**config.mk**
```make
export PLATFORM = sky130hd
export DESIGN_NAME = data_stage
export DESIGN_NICKNAME = d
export VERILOG_FILES = /design/src/bus_pkg.sv /design/src/xfer_pkg.sv /design/src/data_stage.sv
export VERILOG_INCLUDE_DIRS = /design/src
export SDC_FILE = /design/constraint.sdc
export NUM_CORES = 1
export LEC_CHECK = 0
export BUFFER_PORTS_ARGS = -buffer_cell sky130_fd_sc_hd__buf_2
export CORE_UTILIZATION = 53
export CTS_BUF_LIST = sky130_fd_sc_hd__clkbuf_16
export DETAILED_ROUTE_END_ITERATION = 7
export GPL_ROUTABILITY_DRIVEN = 0
export PLACE_DENSITY = 0.78
export SYNTH_ARGS = -nofsm -noshare
export SYNTH_HDL_FRONTEND = slang
export SYNTH_SLANG_ARGS = --single-unit
```
**constraint.sdc**
```tcl
create_clock -name clk -period 3 [get_ports clk]
set_clock_uncertainty 0.1 [all_clocks]
set_input_delay 0.3 -clock clk [delete_from_list [all_inputs] [get_ports clk]]
set_output_delay 0.3 -clock clk [all_outputs]
set_load 0.05 [all_outputs]
```
**src/mem_defines.svh**
```systemverilog
`ifndef MEM_DEFINES_SVH
`define MEM_DEFINES_SVH

// byte address into the 64 KB memory map
`define MEM_ADDR_W 16

// a word is two bytes, stored little-endian
`define MEM_DATA_W 16

// number of byte or word units in one fill or copy
`define XFER_COUNT_W 16

// depth of the byte array, one entry per address
`define MEM_BYTES 65536

`endif

```
**src/bus_pkg.sv**
```systemverilog
`include "mem_defines.svh"

package bus_pkg;

  // operation presented to the memory unit for a single cycle
  typedef enum logic [1:0] {
    BUS_OP_IDLE,
    BUS_OP_READ,
    BUS_OP_WRITE
  } bus_op_t;

  // access size, a word is two byte accesses
  typedef enum logic {
    BUS_SIZE_BYTE,
    BUS_SIZE_WORD
  } bus_size_t;

  typedef logic [`MEM_ADDR_W-1:0] addr_t;

  // a byte value sits zero-extended in the low half
  typedef logic [`MEM_DATA_W-1:0] data_t;

endpackage

```
**src/xfer_pkg.sv**
```systemverilog
`include "mem_defines.svh"

package xfer_pkg;

  // host command encoding
  typedef enum logic [1:0] {
    CMD_READ,
    CMD_WRITE,
    CMD_FILL,
    CMD_COPY
  } cmd_t;

  typedef logic [`XFER_COUNT_W-1:0] count_t;

  // modular sum of the units written by fill and copy
  typedef logic [`MEM_DATA_W-1:0] sum_t;

  // command sequencer states
  typedef enum logic [2:0] {
    IDLE,
    ISSUE_RD,
    WAIT_RD,
    ISSUE_WR,
    WAIT_WR,
    STEP,
    ACK,
    RELEASE
  } ctrl_state_t;

endpackage

```
**src/data_stage.sv**
```systemverilog
`timescale 1ns/10ps

module data_stage (
  input  logic               clk,
  input  logic               reset,
  input  logic               load_host,
  input  logic               capture_read,
  input  logic               sum_clear,
  input  logic               sum_add,
  input  logic               post_read,
  input  logic               post_sum,
  input  bus_pkg::data_t     host_wdata,
  input  bus_pkg::data_t     mem_rdata,
  input  bus_pkg::bus_size_t size,
  output bus_pkg::data_t     hold_data,
  output bus_pkg::data_t     result
);

  bus_pkg::data_t hold_src;
  bus_pkg::data_t hold_next;
  xfer_pkg::sum_t sum;

  assign hold_src = load_host ? host_wdata : mem_rdata;

  // a byte unit only keeps its low half
  assign hold_next = (size == bus_pkg::BUS_SIZE_BYTE) ? {8'h00, hold_src[7:0]} : hold_src;

  always_ff @(posedge clk) begin
    if (load_host || capture_read) begin
      hold_data <= hold_next;
    end
  end

  always_ff @(posedge clk) begin
    if (reset) begin
      sum <= '0;
    end else if (sum_clear) begin
      sum <= '0;
    end else if (sum_add) begin
      sum <= sum + hold_data;
    end
  end

  always_ff @(posedge clk) begin
    if (reset) begin
      result <= '0;
    end else if (post_read) begin
      result <= mem_rdata;
    end else if (post_sum) begin
      result <= sum;
    end
  end

endmodule

```
==> impl_summary.txt <==
----------------------------------------------------
[Placed design]
  Placement-stage worst setup slack ... 0.571 ns
  Port-buffer cells ... 72
  Post-Place Cells ... between 400 and 500
  Post-detailed-placement half-perimeter wirelength ... approximately 5000 microns

[Worst setup path]
  Kind of launch point of the worst setup path ... register
  Worst reg-to-reg path cell count ... 8
  Data required, critical path ... 3.11 ns
  Critical-path maximum fanout ... 3
  Endpoint type of the worst setup path ... register
  Critical Setup Path Class ... reg2reg
  Critical path arrival ... roughly 2.7 ns

[Logic synthesis]
  Share of the synthesized area in compound gates (AO/OA/AOI/OAI) ... between 10% and 20%
  Area share of xor/xnor cells in the synthesized design ... 2.84%
  Top cells by area, synth ... sky130_fd_sc_hd__dfxtp_1 (23%), sky130_fd_sc_hd__edfxtp_1 (17%), sky130_fd_sc_hd__mux2i_1 (11%)
  Average instance area after synthesis ... 9.43 sq um
  Ranking of synthesized cells by instance count ... sky130_fd_sc_hd__nor2_1 (49), sky130_fd_sc_hd__dfxtp_1 (32), sky130_fd_sc_hd__a21oi_1 (30), sky130_fd_sc_hd__mux2i_1 (30), sky130_fd_sc_hd__edfxtp_1 (16)
  Most repeated cell in the gate-level netlist after synthesis ... sky130_fd_sc_hd__nor2_1
  Simple-Gate Fraction of Synth Area ... between 10% and 20%
  Sequential share of the synthesized area ... about two fifths
  Number of enable flip-flop cells after synthesis ... 16
  Yosys warning count ... 0
  Total standard cell area after synthesis ... 2770 sq um
  Adder and majority gate portion of the synthesized area ... 7.49%
  Dominant synthesized flop cell ... sky130_fd_sc_hd__dfxtp_1
  Number of different library cells in the post-synthesis netlist ... between 40 and 50
  Share of async-settable or async-resettable flops after synthesis ... 0%
  Synthesized Nets ... between 300 and 400
  Gate Count Post-Synth ... approximately 300
  Combinational family with the most area after synthesis ... compound AO/OA/AOI/OAI gates
  Largest area contributor in the netlist ... sky130_fd_sc_hd__dfxtp_1
  Portion of synthesized cell area occupied by the leading cell type ... about 23%
  Multiplexer fraction of the synthesized cell area ... between 10% and 20%
  Flop and latch count out of synthesis ... 48

[Timing]
  Unrepaired setup endpoints after global routing ... no
  Min setup slack post-route ... 0.378 ns
  Slew @ Worst Pin ... 0.522 ns
  Max transition margin ... 65.2%
  Pins over their slew limit ... 0
  Highest achievable clock rate ... between 300 and 400 MHz
  Fin. Hold Viols ... 0
  Final-layout setup total negative slack ... 0 ns
  Final setup violating endpoints ... 0
  Post-route clock period utilization ... between 80 and 90%
  Post-route minimum period ... approximately 2.6 ns

[GRT]
  Largest net degree at the start of global routing ... 33
  GRT Residual Overflow ... 0
  Grt met2 use ... between 40% and 50%
  Vias in the first global route ... ~2200
  Initial antenna violation count ... 0
  GRT busiest layer ... met2
  Wire length of the first global-routing pass ... 10600 microns
  Global routing usage on met3 ... roughly 5.4%
  Met1 layer usage reported by global route ... a little over a third
  Total global routing track utilization ... a little over a quarter

[Die]
  Starting utilization of the core area ... a little under three fifths
  Standard cell core area ... a little under 5000 sq um
  I/O pin cnt ... 73
  Die width ... between 70 and 80 microns
  Die boundary height ... between 70 and 80 microns
  Die area ... 5520 sq um
  Std cell rows ... 25

[Power]
  Power per cell area ... approximately 530 nW/um^2
  Worst vdd ir ... 0.000336 V
  Pwr Total ... around 1.8 mW
  Cell leakage power ... approximately 1.5 nW

[Drt]
  Routed via count divided by cell count ... between 5 and 6
  Detailed Routing Iterations Pass 1 ... 4
  Average wire length per cell after detail routing ... about 16 microns
  Post-route DRC ... 0
  Detailed-route wire length ... 6700 microns
  1st-iter DRT viols ... 176
  Via count ... approximately 2400
  Post-route ant nets ... 0

[Cells and area]
  Non-Filler Instances ... 425
  Fraction of layout cells with a size suffix above 1 ... a little over a quarter
  Fin nets ... 414
  N_diodes ... 0
  Area added between synthesis and finish ... 18.7%

[Status]
  Result of the run ... complete, no violations

[Clock tree]
  Number of sinks on the clock net ... 48
  Cts bufs inserted ... 5
  Clock Root Buffer ... sky130_fd_sc_hd__clkbuf_16
  Post-CTS Resized ... 0
  Setup Fix Bufs, Post-CTS ... 0
  H-tree levels ... 2
  Post-CTS clock slew at the launch and capture registers of the worst setup and hold paths ... 0.06 ns
  Hold-fix buffers at CTS ... 0
  Clock insertion delay at the later pin of the skew report ... roughly 0.29 ns
  Clock tree from TritonCTS ... built
  Largest buffer count on any clock path ... 2

[Hold path]
  Min-Delay Path Class ... in2reg
  WHS Path Cells ... 3

[Job]
  MaxCap Viol Count ... 0

----------------------------------------------------
where the power goes:
| part | internal [mW] | switching (mW) |
|---|---|---|
| Combinational | 0.159 | 0.311 |
| Sequential | 0.723 | 0.0358 |
| Clock | 0.301 | 0.222 |
per-stage QoR:
step / utilization (%) / area, sq um / hold slack (ns)
2_1_floorplan: - / 2770 / 0.339
3_3_place_gp: 64.6 / 3150 / 0.402
6_report: 67.4 / 3290 / 0.162
3_5_place_dp: 64.6 / 3150 / 0.419
4_1_cts: 67.4 / 3290 / 0.159
5_1_grt: 67.4 / 3290 / 0.168
state kept, by name (all words and copies together), names as in the netlist:
register / cells
result: 16
hold_data: 16
sum: 16
per-layer routing:
metal | routed length, microns | vias up
met1 | 3000 | 1082
met3 | 497 | 13
li1 | - | 1193
met2 | 3040 | 89
met4 | 159 | 0
met5 | 0 | -
worst max-delay path: stages, from the launching register on:
cell	delay [ns]
sky130_fd_sc_hd__edfxtp_1	0.40
sky130_fd_sc_hd__ha_1	0.24
sky130_fd_sc_hd__fa_1	0.41
sky130_fd_sc_hd__a21oi_1	0.28
sky130_fd_sc_hd__o211ai_1	0.16
sky130_fd_sc_hd__a221oi_1	0.51
sky130_fd_sc_hd__o211ai_1	0.18
sky130_fd_sc_hd__o31a_1	0.14
sky130_fd_sc_hd__o22ai_1	0.13
final cells by class:
cell class | count | area [sq um]
Inverter | 6 | 22.5
Sequential cell | 48 | 1120
Tap cell | 67 | 83.8
Multi-Input combinational cell | 224 | 1570
Clock inverter | 3 | 12.5
Timing Repair Buffer | 72 | 360
Fill cell | 400 | 1590
Clock buffer | 5 | 125
final timing paths:
path                              startpoint         to  slack (ns)
worst min register to register       sum[15]    sum[15]        0.43
worst max register to register  hold_data[0]    sum[14]        0.38
worst min-delay path            mem_rdata[6]  result[6]        0.16
worst max-delay path            hold_data[0]    sum[14]        0.38
logic make-up after synthesis:
group	count (synthesis)
buffers and inverters	22
multiplexers	39
flip-flops	48
XOR/XNOR	9
AO/OA/AOI/OAI	70
adder cells (fa/ha/maj)	16
AND/OR/NAND/NOR	90
cell usage in the layout, fill, tap and decap left out, drive strengths merged, types with 2 or more instances in the layout:
| master | n |
|---|---|
| nand4 | 2 |
| a21o | 4 |
| buf | 72 |
| mux2 | 9 |
| a21oi | 31 |
| nand2 | 11 |
| xnor2 | 6 |
| mux2i | 30 |
| dfxtp | 32 |
| nand3 | 5 |
| nor3 | 5 |
| ha | 15 |
| o21a | 3 |
| xor2 | 3 |
| or3 | 2 |
| a211oi | 3 |
| a221oi | 2 |
| or2 | 2 |
| nor2b | 8 |
| nand2b | 2 |
| nor2 | 49 |
| o211ai | 4 |
| o22ai | 5 |
| inv | 8 |
| edfxtp | 16 |
| o21ai | 8 |
| clkbuf | 5 |
Note: power is estimated with default switching activity, not from simulation.
