File: src/mem_defines.svh
`ifndef MEM_DEFINES_SVH
`define MEM_DEFINES_SVH

// byte address into the 64 KB memory map
`define MEM_ADDR_W 16

// a word is two bytes, stored little-endian
`define MEM_DATA_W 16

// number of byte or word units in one fill or copy
`define XFER_COUNT_W 16

// depth of the byte array, one entry per address
`define MEM_BYTES 65536

`endif

File: src/bus_pkg.sv
`include "mem_defines.svh"

package bus_pkg;

  // operation presented to the memory unit for a single cycle
  typedef enum logic [1:0] {
    BUS_OP_IDLE,
    BUS_OP_READ,
    BUS_OP_WRITE
  } bus_op_t;

  // access size, a word is two byte accesses
  typedef enum logic {
    BUS_SIZE_BYTE,
    BUS_SIZE_WORD
  } bus_size_t;

  typedef logic [`MEM_ADDR_W-1:0] addr_t;

  // a byte value sits zero-extended in the low half
  typedef logic [`MEM_DATA_W-1:0] data_t;

endpackage

File: src/xfer_pkg.sv
`include "mem_defines.svh"

package xfer_pkg;

  // host command encoding
  typedef enum logic [1:0] {
    CMD_READ,
    CMD_WRITE,
    CMD_FILL,
    CMD_COPY
  } cmd_t;

  typedef logic [`XFER_COUNT_W-1:0] count_t;

  // modular sum of the units written by fill and copy
  typedef logic [`MEM_DATA_W-1:0] sum_t;

  // command sequencer states
  typedef enum logic [2:0] {
    IDLE,
    ISSUE_RD,
    WAIT_RD,
    ISSUE_WR,
    WAIT_WR,
    STEP,
    ACK,
    RELEASE
  } ctrl_state_t;

endpackage

File: src/xfer_ctrl.sv
`timescale 1ns/10ps

module xfer_ctrl (
  input  logic               clk,
  input  logic               reset,
  input  logic               cmd_req,
  input  xfer_pkg::cmd_t     cmd,
  input  bus_pkg::bus_size_t cmd_size,
  input  logic               mem_done,
  input  logic               remaining_zero,
  output logic               cmd_ack,
  output bus_pkg::bus_op_t   mem_op,
  output bus_pkg::bus_size_t mem_size,
  output logic               addr_sel_src,
  output logic               load,
  output logic               advance,
  output logic               load_host,
  output logic               capture_read,
  output logic               sum_clear,
  output logic               sum_add,
  output logic               post_read,
  output logic               post_sum
);

  xfer_pkg::ctrl_state_t state;
  xfer_pkg::cmd_t        cmd_q;
  bus_pkg::bus_size_t    size_q;
  logic                  is_copy;
  logic                  multi;

  assign is_copy = (cmd_q == xfer_pkg::CMD_COPY);
  assign multi   = is_copy || (cmd_q == xfer_pkg::CMD_FILL);

  always_ff @(posedge clk) begin
    if (reset) begin
      state  <= xfer_pkg::IDLE;
      cmd_q  <= xfer_pkg::CMD_READ;
      size_q <= bus_pkg::BUS_SIZE_BYTE;
    end else begin
      case (state)
        xfer_pkg::IDLE: begin
          if (cmd_req) begin
            cmd_q  <= cmd;
            size_q <= cmd_size;
            case (cmd)
              xfer_pkg::CMD_READ:  state <= xfer_pkg::ISSUE_RD;
              xfer_pkg::CMD_WRITE: state <= xfer_pkg::ISSUE_WR;
              // fill and copy check the count before the first unit
              default:             state <= xfer_pkg::STEP;
            endcase
          end
        end
        xfer_pkg::ISSUE_RD: state <= xfer_pkg::WAIT_RD;
        xfer_pkg::WAIT_RD: begin
          if (mem_done) begin
            state <= is_copy ? xfer_pkg::ISSUE_WR : xfer_pkg::ACK;
          end
        end
        xfer_pkg::ISSUE_WR: state <= xfer_pkg::WAIT_WR;
        xfer_pkg::WAIT_WR: begin
          if (mem_done) begin
            state <= multi ? xfer_pkg::STEP : xfer_pkg::ACK;
          end
        end
        xfer_pkg::STEP: begin
          if (remaining_zero) begin
            state <= xfer_pkg::ACK;
          end else begin
            state <= is_copy ? xfer_pkg::ISSUE_RD : xfer_pkg::ISSUE_WR;
          end
        end
        xfer_pkg::ACK: begin
          if (!cmd_req) begin
            state <= xfer_pkg::RELEASE;
          end
        end
        default: state <= xfer_pkg::IDLE;
      endcase
    end
  end

  assign cmd_ack  = (state == xfer_pkg::ACK);
  assign mem_size = size_q;

  always_comb begin
    mem_op       = bus_pkg::BUS_OP_IDLE;
    addr_sel_src = 1'b0;
    load         = 1'b0;
    advance      = 1'b0;
    load_host    = 1'b0;
    capture_read = 1'b0;
    sum_clear    = 1'b0;
    sum_add      = 1'b0;
    post_read    = 1'b0;
    post_sum     = 1'b0;
    case (state)
      xfer_pkg::IDLE: begin
        load      = cmd_req;
        load_host = cmd_req;
        sum_clear = cmd_req;
      end
      xfer_pkg::ISSUE_RD: begin
        mem_op       = bus_pkg::BUS_OP_READ;
        addr_sel_src = 1'b1;
      end
      xfer_pkg::WAIT_RD: begin
        capture_read = mem_done && is_copy;
        post_read    = mem_done && !is_copy;
      end
      xfer_pkg::ISSUE_WR: mem_op = bus_pkg::BUS_OP_WRITE;
      xfer_pkg::WAIT_WR: begin
        // a single write posts the cleared sum, so its result reads 0
        sum_add  = mem_done && multi;
        advance  = mem_done && multi;
        post_sum = mem_done && !multi;
      end
      xfer_pkg::STEP: post_sum = remaining_zero;
      default: begin
      end
    endcase
  end

  a_ack_held_until_release: assert property (@(posedge clk) disable iff (reset)
    $fell(cmd_ack) |-> $past(!cmd_req));

endmodule

File: config.mk
export PLATFORM = sky130hd
export DESIGN_NAME = xfer_ctrl
export DESIGN_NICKNAME = d
export VERILOG_FILES = /design/src/bus_pkg.sv /design/src/xfer_pkg.sv /design/src/xfer_ctrl.sv
export VERILOG_INCLUDE_DIRS = /design/src
export SDC_FILE = /design/constraint.sdc
export NUM_CORES = 1
export LEC_CHECK = 0
export BUFFER_PORTS_ARGS = -buffer_cell sky130_fd_sc_hd__buf_2
export CAP_MARGIN = 20
export CORE_AREA = 2 2 39 41
export CTS_BUF_LIST = sky130_fd_sc_hd__clkbuf_8
export CTS_CLUSTER_DIAMETER = 100
export DETAILED_ROUTE_END_ITERATION = 10
export DIE_AREA = 0 0 41 43
export GPL_ROUTABILITY_DRIVEN = 0
export PLACE_DENSITY = 0.76
export SETUP_SLACK_MARGIN = 0.4
export SLEW_MARGIN = 15
export SYNTH_ARGS = -nofsm -noshare
export SYNTH_HDL_FRONTEND = slang
export SYNTH_SLANG_ARGS = --single-unit
File: constraint.sdc
create_clock -name clk -period 4 [get_ports clk]
set_clock_uncertainty 0.2 [all_clocks]
set_input_delay 0.4 -clock clk [delete_from_list [all_inputs] [get_ports clk]]
set_output_delay 0.4 -clock clk [all_outputs]
set_load 0.1 [all_outputs]
==> results.json <==
{
  "status": "finished, final reports clean",
  "clockRootBuffer": "clkbuf_8",
  "clock.fmax_mhz": 435,
  "port-buffer-count": 20,
  "slew_viol_final": 0,
  "total_power_mw": 0.542,
  "synthCells": 67,
  "crit_arrival_ps": 1700,
  "io_pins": 21,
  "end_kind": "output port",
  "cap_viol_max_count": 0,
  "rows": 14,
  "layout_common_cells": "buf_2, nor2_1, a21oi_1, dfxtp_1",
  "crit_slowest_cell": "dfxtp_1",
  "ys_ff_latch": 6,
  "crit_path_start_kind": "flop",
  "hp-class": "in2reg",
  "fin_crit_ps": 2300,
  "cp_cell_sequence": "nand2b_1 > nor3b_2 > buf_2",
  "worstSkewPairLatency_ps": 220,
  "grt_remaining_overflow": 0,
  "hpwl_um": 821,
  "peakVddDrop_uv": 402,
  "start_util_pct": 36.8,
  "worstMarginPinSlew_ps": 522,
  "grt_pass1_wl_um": 1670,
  "drtAntennaViolNets": 0,
  "fin_tns_setup_ps": 0,
  "ys_warn_count": 0,
  "antenna_cells": 0,
  "grt_pass1_vias": 406,
  "fin_crit_sh_pct": 57.4,
  "track_usage_pct": 13.6,
  "viasPerCell": 5.04,
  "synth_nets": 75,
  "cts_tree": "done",
  "clk_pin_slew_ps": 40,
  "antenna_found_initial": 0,
  "cts_max_level": 1,
  "ctsHoldBuffers": 0,
  "remaining_drc_errors": 0,
  "nets": 92,
  "vias": 494,
  "drive_above_1_share_pct": 32.9,
  "cts_resized": 0,
  "numCtsBuffers": 3,
  "finalSetupViolCount": 0,
  "yosysSeqAreaShare_pct": 23.6,
  "syn_area_um2": 509,
  "path_max_fanout": 15,
  "drtIter0Drc": 7,
  "power.leakage_nw": 0.292,
  "syn_area_per_cell_um2": 7.60,
  "die_w_um": 41,
  "yosysUniqueCellTypes": 28,
  "crit_type": "reg2out",
  "cts_buffer_depth": 2,
  "wirelength_um": 1040,
  "wire_per_inst_um": 10.6,
  "power_density_mw_per_mm2": 884,
  "critPathMaxStageDelay_ps": 640,
  "rsz0062_at_grt": "no",
  "die-area_mm2": 0.00176,
  "layout_commonest_cell": "buf_2",
  "relSlewSlack_pct": 65.1,
  "grt_max_degree": 17,
  "critPathRequiredTime_ps": 3400,
  "hold_violations": 0,
  "rrSetupSlack_ps": 2250,
  "post_cts_buffers": 0,
  "crit_buf_inv": 1,
  "detail_route.first_pass.iterations": 4,
  "area_delta_synth_final_pct": 20.4,
  "core_mm2": 0.00138,
  "cp_top_family": "flip-flops",
  "die_h_um": 43,
  "clock_sinks": 6
}
==> path summary, 6_finish.rpt <==
path,from,end,depth (start not counted)
worst min-delay path,cmd_size,mem_size,3
worst min register to register,mem_size,mem_size,2
worst max-delay path,state[2],sum_add,3
worst max register to register,state[2],state[2],4
==> state kept, by name (all words and copies together) (netlist names) <==
name      flops
cmd_q         2
state         3
mem_size      1
==> cells by family (layout without fill, tap and decap cells) <==
family / count (synthesis) / in the layout / synth area share, %
buffers and inverters: 11 / 26 / 14.5
flip-flops: 6 / 6 / 23.6
AND/OR/NAND/NOR: 28 / 28 / 29.7
AO/OA/AOI/OAI: 18 / 18 / 24.6
multiplexers: 3 / 3 / 5.90
XOR/XNOR: 1 / 1 / 1.72
==> synth_stat cells, drive strengths merged <==
master  number  area, um2
a211oi       1       12.5
a21oi        6       30.0
a221oi       2       17.5
a22oi        1       7.51
and2         1       6.26
and2b        1       8.76
buf          7       57.6
clkbuf       1       5.00
dfxtp        6        120
inv          3       11.3
mux2i        3       30.0
nand2        3       11.3
nand2b       2       12.5
nor2        16       60.1
nor2b        1       6.26
nor3b        2       15.0
nor4b        1       23.8
o211a        1       10.0
o21a         1       7.51
o21ai        3       15.0
o22a         1       8.76
o31ai        1       7.51
o32ai        1       8.76
or4          1       7.51
xor2         1       8.76
==> worst register-to-register path, stage by stage, from the launching register on <==
cell and delay (ps):
dfxtp_1 640, and2b_2 300, o21a_1 100, a221oi_1 230, o32ai_1 140
==> where the power goes <==
part / switching (mW) / internal, mW / leakage, nW / total (mW)
Sequential: 0.0447 / 0.0772 / 0.0494 / 0.122
Combinational: 0.251 / 0.0801 / 0.221 / 0.331
Clock: 0.0246 / 0.0645 / 0.0216 / 0.0891
==> layout make-up <==
type | count | area [um2]
clock buffers | 3 | 41.3
repair buffers | 20 | 100
well taps | 16 | 20.0
inverters | 3 | 11.3
flip-flops and latches | 6 | 120
fillers | 141 | 771
multi-input cells | 50 | 320
==> per-layer routing <==
metal | up-vias | global-route usage, % | wire length [um] | share of wire, %
met3 | 2 | 1.57 | 47 | 4.5
li1 | 259 | - | - | -
met5 | - | 0 | 0 | 0
met4 | 0 | 8.00 | 17 | 1.6
met1 | 218 | 19.4 | 499 | 48
met2 | 15 | 18.8 | 478 | 46
==> per-stage QoR <==
step / utilization, % / setup slack [ps] / instances / cell area (um2) / hold slack, ps
2_1_floorplan: - / 909 / 67 / 514 / 272
3_3_place_gp: 41.3 / 1940 / 95 / 572 / 269
3_5_place_dp: 41.3 / 1920 / 95 / 572 / 281
4_1_cts: 44.3 / 1690 / 98 / 613 / 227
5_1_grt: 44.3 / 1590 / 98 / 613 / 238
6_report: 44.3 / 1700 / 98 / 613 / 220
Note: power is estimated with default switching activity, not from simulation.
