--- config.mk ---
export PLATFORM = sky130hd
export DESIGN_NAME = addr_gen
export DESIGN_NICKNAME = d
export VERILOG_FILES = /design/src/bus_pkg.sv /design/src/xfer_pkg.sv /design/src/addr_gen.sv
export VERILOG_INCLUDE_DIRS = /design/src
export SDC_FILE = /design/constraint.sdc
export NUM_CORES = 1
export LEC_CHECK = 0
export BUFFER_PORTS_ARGS = -buffer_cell sky130_fd_sc_hd__buf_2
export CORE_ASPECT_RATIO = 1.2
export CORE_MARGIN = 3
export CORE_UTILIZATION = 40
export CTS_BUF_LIST = sky130_fd_sc_hd__clkbuf_4 sky130_fd_sc_hd__clkbuf_8
export DETAILED_ROUTE_END_ITERATION = 10
export PLACE_DENSITY_LB_ADDON = 0.25
export SLEW_MARGIN = 20
export SYNTH_ARGS = -nofsm -noshare
export SYNTH_HDL_FRONTEND = slang
export SYNTH_SLANG_ARGS = --single-unit
--- constraint.sdc ---
create_clock -name clk -period 6.7 [get_ports clk]
set_input_delay 1.34 -clock clk [delete_from_list [all_inputs] [get_ports clk]]
set_output_delay 1.34 -clock clk [all_outputs]
set_load 0.01 [all_outputs]
--- src/mem_defines.svh ---
`ifndef MEM_DEFINES_SVH
`define MEM_DEFINES_SVH

// byte address into the 64 KB memory map
`define MEM_ADDR_W 16

// a word is two bytes, stored little-endian
`define MEM_DATA_W 16

// number of byte or word units in one fill or copy
`define XFER_COUNT_W 16

// depth of the byte array, one entry per address
`define MEM_BYTES 65536

`endif

--- src/bus_pkg.sv ---
`include "mem_defines.svh"

package bus_pkg;

  // operation presented to the memory unit for a single cycle
  typedef enum logic [1:0] {
    BUS_OP_IDLE,
    BUS_OP_READ,
    BUS_OP_WRITE
  } bus_op_t;

  // access size, a word is two byte accesses
  typedef enum logic {
    BUS_SIZE_BYTE,
    BUS_SIZE_WORD
  } bus_size_t;

  typedef logic [`MEM_ADDR_W-1:0] addr_t;

  // a byte value sits zero-extended in the low half
  typedef logic [`MEM_DATA_W-1:0] data_t;

endpackage

--- src/xfer_pkg.sv ---
`include "mem_defines.svh"

package xfer_pkg;

  // host command encoding
  typedef enum logic [1:0] {
    CMD_READ,
    CMD_WRITE,
    CMD_FILL,
    CMD_COPY
  } cmd_t;

  typedef logic [`XFER_COUNT_W-1:0] count_t;

  // modular sum of the units written by fill and copy
  typedef logic [`MEM_DATA_W-1:0] sum_t;

  // command sequencer states
  typedef enum logic [2:0] {
    IDLE,
    ISSUE_RD,
    WAIT_RD,
    ISSUE_WR,
    WAIT_WR,
    STEP,
    ACK,
    RELEASE
  } ctrl_state_t;

endpackage

--- src/addr_gen.sv ---
`timescale 1ns/10ps

module addr_gen (
  input  logic               clk,
  input  logic               reset,
  input  logic               load,
  input  logic               advance,
  input  bus_pkg::bus_size_t size,
  input  bus_pkg::addr_t     src_start,
  input  bus_pkg::addr_t     dst_start,
  input  xfer_pkg::count_t   count_in,
  output bus_pkg::addr_t     src_addr,
  output bus_pkg::addr_t     dst_addr,
  output logic               remaining_zero
);

  bus_pkg::bus_size_t size_q;
  bus_pkg::addr_t     step;
  xfer_pkg::count_t   remaining;

  assign step = (size_q == bus_pkg::BUS_SIZE_WORD) ? 16'd2 : 16'd1;

  // addresses wrap naturally at 16 bits
  always_ff @(posedge clk) begin
    if (load) begin
      src_addr <= src_start;
      dst_addr <= dst_start;
      size_q   <= size;
    end else if (advance) begin
      src_addr <= src_addr + step;
      dst_addr <= dst_addr + step;
    end
  end

  always_ff @(posedge clk) begin
    if (reset) begin
      remaining      <= '0;
      remaining_zero <= 1'b1;
    end else if (load) begin
      remaining      <= count_in;
      remaining_zero <= (count_in == '0);
    end else if (advance) begin
      remaining      <= remaining - 16'd1;
      remaining_zero <= (remaining == 16'd1);
    end
  end

  // the sequencer only steps while units are left
  a_no_advance_at_zero: assert property (@(posedge clk) disable iff (reset)
    advance |-> !remaining_zero);

endmodule

==> key figures, run 1 <==
Outcome
  • Status: complete, no violations

Logic synthesis
  • List of most frequent post-synthesis cells: 43 x nand2_1, 33 x edfxtp_1, 26 x nor2_1, 23 x o21ai_0, 23 x xor2_1
  • Ys flop type: edfxtp_1
  • Mapped Area: 2999 µm²
  • Synth area leaders: edfxtp_1 33%, dfxtp_1 11%, xor2_1 6.7%
  • Synth cell types: 41
  • Most frequent cell after synthesis: nand2_1
  • Yosys Warn Count: 0
  • Synthesized Nets: 383
  • Largest area contributor in the netlist: edfxtp_1
  • #FFs+latches synth: 50
  • Avg Cell Area, Syn: 9.314 µm²
  • Post-Synthesis Cells: 322
  • Synth top area share: 33.04%
  • Register area share after synthesis: 44.39%
  • Number of synthesized flops with an enable pin: 33
  • Async set-reset flop share out of synthesis: 0%

Clocking
  • Clock tree buffer depth: 2
  • Number of CTS-inserted buffers: 5
  • Post CTS Setup Buffer Count: 0
  • Clock sinks: 50
  • CTS HTree Levels: 2
  • # hold bufs at CTS: 0
  • Clk pin slew, worst setup/hold paths: 0.09 ns
  • TritonCTS clock tree: built
  • Post-cts resize count: 0
  • Worst skew pair latency: 0.31 ns
  • Root buf cell: clkbuf_8

Placed design
  • Placer Congestion: 0.7720
  • I/O Buffers: 85
  • Detail Placement HPWL: 5026 µm
  • Placed Cells: 481
  • Pre-CTS setup slack: 3.603 ns

STA
  • Max_slew headroom: 61.04%
  • RSZ-0062 raised after global routing: false
  • Worst slew pin tran: 0.5844 ns
  • Final hold slack: 0.5354 ns
  • Min cycle time layout: 2.772 ns
  • Setup TNS: 0 ns
  • Hold Fails Final Rpt: 0
  • Final Worst Setup Slack: 3.928 ns
  • Final Skew: 0.01072 ns
  • Final setup vio count: 0
  • Fin. max-slew vios: 0
  • Max frequency: 360.8 MHz
  • Tcrit/Tclk final: 41.37%

Hold path
  • Worst min-delay path class: flop to flop

Cells and area
  • Fill count: 693
  • Synthesis-to-layout area growth: 19.27%
  • Share of layout cells above drive strength 1: 25.62%
  • Layout Cells excl Fill: 490
  • Fin nets: 462

Die
  • Starting Density: 42.48%
  • Vert. Die Dim: 100.9 µm
  • Placement Rows: 33
  • Top-Level Pins: 86
  • Core area: 7061 µm²
  • Die area: 8577 µm²
  • Die extent in x: 85.05 µm

Worst setup path
  • Crit path kind: primary input to flop
  • Required time worst endpoint: 6.94 ns
  • Maximum fanout along the worst path: 65
  • Crit path DAT: 3.01 ns
  • CP Launch Type: primary input
  • CP endpoint kind: flop

Global route
  • GRT Total Usage: 16.16%
  • Pin count of the biggest net entering global routing: 66
  • Global-route wire length before repair: 11260 µm
  • Vias in the first global route: 2419
  • Initial antenna violation count: 0
  • GRT Residual Overflow: 0

Drt
  • DR iter-0 viols: 145
  • Via-to-Cell Ratio: 5.327
  • Final WL: 6888 µm
  • Vias: 2610
  • WL per Instance: 14.06 µm
  • Post-DRT Antenna Nets: 0
  • DRC viols: 0
  • First-pass DRT Iterations: 4

Power
  • Sw Ratio: 31.48%
  • VDD IR max: 0.08739 mV
  • Sw power: 238.6 µW
  • Seq pwr share: 54.4%
  • Lkg Pwr: 0.001447 µW
  • Clock power share: 23.2%
  • Pwr dens: 211.9 nW/µm²
  • Cell Int Power: 519.5 µW
  • Comb pwr share: 22.5%

Flow run
  • Max-Cap Viols: 0
-- worst max-delay path, stage by stage --
cell and delay, ns:
buf_2 0.07, buf_4 0.47, inv_2 0.42, or4_1 0.59
o211ai_1 0.09
-- cell families (layout without fill, tap and decap cells) --
family	after synthesis	in the layout	synth area share (%)
AND/OR/NAND/NOR	134	134	24.20
AO/OA/AOI/OAI	60	60	12.14
flip-flops	50	50	44.39
XOR/XNOR	35	35	10.22
buffers and inverters	32	112	4.089
adder cells (fa/ha/maj)	8	8	3.838
multiplexers	3	3	1.126
other	0	1	0
-- state kept, by name, summed over array words and instances (netlist names) --
signal / cells
remaining_zero: 1
remaining: 16
src_addr: 16
dst_addr: 16
size_q: 1
-- worst paths after layout --
check,from,endpoint,slack [ns],cells after the start
worst min register to register,remaining[15],remaining[15],0.54,2
worst max register to register,size_q,dst_addr[12],4.06,8
worst max-delay path,load,remaining_zero,3.93,5
worst min-delay path,remaining[15],remaining[15],0.54,2
-- metrics by stage --
step | total power (µW) | utilization [%] | area [µm²]
after floorplan | 523.4 | - | 2999
after global placement | 586.9 | 49.42 | 3490
after detailed placement | 589.5 | 49.42 | 3490
after CTS | 764.9 | 50.63 | 3575
after global routing | 804.9 | 50.63 | 3575
final | 758.1 | 50.66 | 3577
-- area by class of cell --
| class | count | area [µm²] | share of cell area [%] |
|---|---|---|---|
| Multi-Input combinational cell | 240 | 1545 | 43.20 |
| Sequential cell | 50 | 1331 | 37.22 |
| Timing Repair Buffer | 87 | 440.4 | 12.31 |
| Clock inverter | 3 | 16.27 | 0.4547 |
| Clock buffer | 5 | 68.82 | 1.924 |
| Antenna cell | 1 | 2.502 | 0.06995 |
| Tap cell | 87 | 108.9 | 3.043 |
| Inverter | 17 | 63.81 | 1.784 |
-- metal layers --
| layer | GRT usage, % | up-vias | routed length (µm) |
|---|---|---|---|
| met5 | 0 | - | 0 |
| met4 | 4.750 | 0 | 80 |
| met3 | 3.352 | 6 | 372 |
| met2 | 27.93 | 55 | 3378 |
| met1 | 20.30 | 1222 | 3056 |
| li1 | - | 1327 | - |
-- power by group through the flow --
stage / registers (µW) / clock network (µW) / logic (µW)
floorplan: 420 / 0 / 104
global placement: 418 / 0 / 169
detailed placement: 419 / 0 / 171
CTS: 412 / 181 / 172
global route: 419 / 193 / 193
finish: 412 / 176 / 170
-- layout by cell type (no fill, tap or decap), drive strengths merged, types with 11 or more instances in the layout --
cell type  synthesis  layout
a21oi             12      12
buf                4      87
dfxtp             17      17
edfxtp            33      33
inv               17      17
nand2             43      43
nand3             13      13
nand4             11      11
nor2              26      26
o21ai             23      23
xnor2             12      12
xor2              23      23
(Power assumes the default switching activity.)
==> run 2: changes to the inputs <==
Clock period 6.7 ns to 2.7 ns, I/O delays scaled along.
==> key figures, run 2 (synthesis results as in run 1) <==
Clocking
  • TritonCTS clock tree: built
  • CTS HTree Levels: 2
  • # hold bufs at CTS: 0
  • Clock tree buffer depth: 2
  • Clk pin slew, worst setup/hold paths: 0.09 ns
  • Root buf cell: clkbuf_8
  • Clock sinks: 50
  • Number of CTS-inserted buffers: 5
  • Worst skew pair latency: 0.30 ns

Die
  • Die extent in x: 85.05 µm
  • Vert. Die Dim: 100.9 µm
  • Die area: 8577 µm²
  • Core area: 7061 µm²
  • Placement Rows: 33
  • Starting Density: 42.48%
  • Top-Level Pins: 86

Cells and area
  • Commonest non-fill, non-tap cells in the layout: 85 x buf_2, 43 x nand2_1, 33 x edfxtp_1, 26 x nor2_1
  • Fill count: 672
  • Synthesis-to-layout area growth: 20.36%
  • Top Registers: dst_addr: 16 flops, remaining: 16 flops, src_addr: 16 flops
  • Share of layout cells above drive strength 1: 26.91%
  • Ant diodes: 0
  • Final Util: 51.13%
  • Fin nets: 466
  • Commonest non-fill, non-tap cell in the layout: buf_2

Worst setup path
  • CP Launch Type: flop
  • Slowest CP cell: or4_1
  • CP endpoint kind: flop
  • Max incr delay on CP: 0.58 ns
  • Crit path DAT: 2.61 ns
  • Required time worst endpoint: 2.85 ns
  • CP Cell Sequence: inv_2, ha_1, inv_1, fa_1, nand4b_1, or4_1, a31oi_1
  • Reg2Reg Depth: 7
  • Maximum fanout along the worst path: 6
  • Crit path kind: flop to flop

STA
  • Max_slew headroom: 69.56%
  • Final setup vio count: 0
  • Setup TNS: 0 ns
  • RSZ-0062 raised after global routing: false
  • Fin. max-slew vios: 0
  • Hold Fails Final Rpt: 0
  • Worst slew pin tran: 0.4559 ns
  • Final Skew: 0.009639 ns
  • Tcrit/Tclk final: 91.19%
  • Min cycle time layout: 2.462 ns
  • Max frequency: 406.2 MHz

Placed design
  • Placer Congestion: 0.7746
  • Detail Placement HPWL: 5297 µm
  • I/O Buffers: 85

Power
  • Sw power: 582.0 µW
  • VDD IR max: 0.2530 mV
  • Sw Ratio: 30.67%
  • Seq pwr share: 54.0%
  • Lkg Pwr: 0.001468 µW
  • Comb pwr share: 22.8%
  • Pwr dens: 525.8 nW/µm²
  • Clock power share: 23.2%
  • Cell Int Power: 1316 µW
  • Total power: 1898 µW

Flow run
  • Max-Cap Viols: 0

Drt
  • First-pass DRT Iterations: 5
  • Final WL: 7104 µm
  • Via-to-Cell Ratio: 5.376
  • DRC viols: 0
  • Post-DRT Antenna Nets: 0
  • Vias: 2645
  • DR iter-0 viols: 192
  • WL per Instance: 14.44 µm

Hold path
  • Hold Crit Depth: 1
  • Worst min-delay path class: primary input to flop

Global route
  • GRT Total Usage: 17.37%
  • GRT Residual Overflow: 0
  • Initial antenna violation count: 0
  • Vias in the first global route: 2585
  • Global-route wire length before repair: 12120 µm
  • Pin count of the biggest net entering global routing: 34

Outcome
  • Status: complete, no violations
run 2: changes by cell type in the layout (fill, tap and decap cells not counted):
cell        previous run  this run
buf_4                  2         6
clkbuf_4               0         2
clkinv_1               1         0
clkinv_2               1         0
clkinvlp_4             1         0
diode_2                1         0
inv_1                 16        15
inv_2                  1         2
nor4_1                 9         8
nor4_2                 0         1
run 2: path summary, 6_finish.rpt:
path	startpoint	slack [ns]	to
hold reg to reg	remaining_zero	0.55	remaining_zero
hold / removal	size	0.42	size_q
setup reg to reg	size_q	0.24	dst_addr[14]
setup / recovery	size_q	0.24	dst_addr[14]
run 2: power groups by stage:
stage / logic (µW) / registers, µW / clock network [µW]
finish: 432 / 1020 / 441
global route: 495 / 1040 / 485
CTS: 436 / 1020 / 460
detailed placement: 433 / 1040 / 0
global placement: 426 / 1040 / 0
floorplan: 257 / 1040 / 0
run 2: routing by layer:
metal | track usage, % | routed length, µm | up-vias
li1 | - | - | 1331
met1 | 21.64 | 3119 | 1231
met2 | 30.50 | 3506 | 76
met3 | 3.271 | 397 | 7
met4 | 4.994 | 82 | 0
met5 | 0 | 0 | -
run 2: worst max-delay path, delay by kind of cell, from the launching register on:
kind	cells	cell delay [ns]
flip-flops	1	0.43
adder cells (fa/ha/maj)	2	0.59
buffers and inverters	2	0.19
AND/OR/NAND/NOR	2	0.93
AO/OA/AOI/OAI	1	0.18
run 2: per-stage QoR:
| step | setup WS, ns | instances | instance area (µm²) | hold slack, ns |
|---|---|---|---|---|
| 6_report | 0.2379 | 492 | 3610 | 0.4232 |
| 5_1_grt | 0.04600 | 492 | 3610 | 0.4154 |
| 4_1_cts | 0.1740 | 491 | 3596 | 0.4149 |
| 3_5_place_dp | 0.2059 | 484 | 3512 | 0.5177 |
| 3_3_place_gp | 0.2729 | 484 | 3512 | 0.4992 |
| 2_1_floorplan | 0.4104 | 322 | 2999 | 0.4779 |
run 2: layout make-up:
cell class | instances | area, µm² | area share (%)
clock buffer | 7 | 83.83 | 2.322
sequential | 50 | 1331 | 36.88
multi-input combinational | 240 | 1551 | 42.98
timing repair buffer | 91 | 470.5 | 13.03
tap | 87 | 108.9 | 3.016
inverter | 17 | 63.81 | 1.768
run 2: timing repair:
item / in CTS / in global routing
buffers inserted: 0 / 1
resized for setup: 0 / 2
setup endpoints to repair: 0 / 2
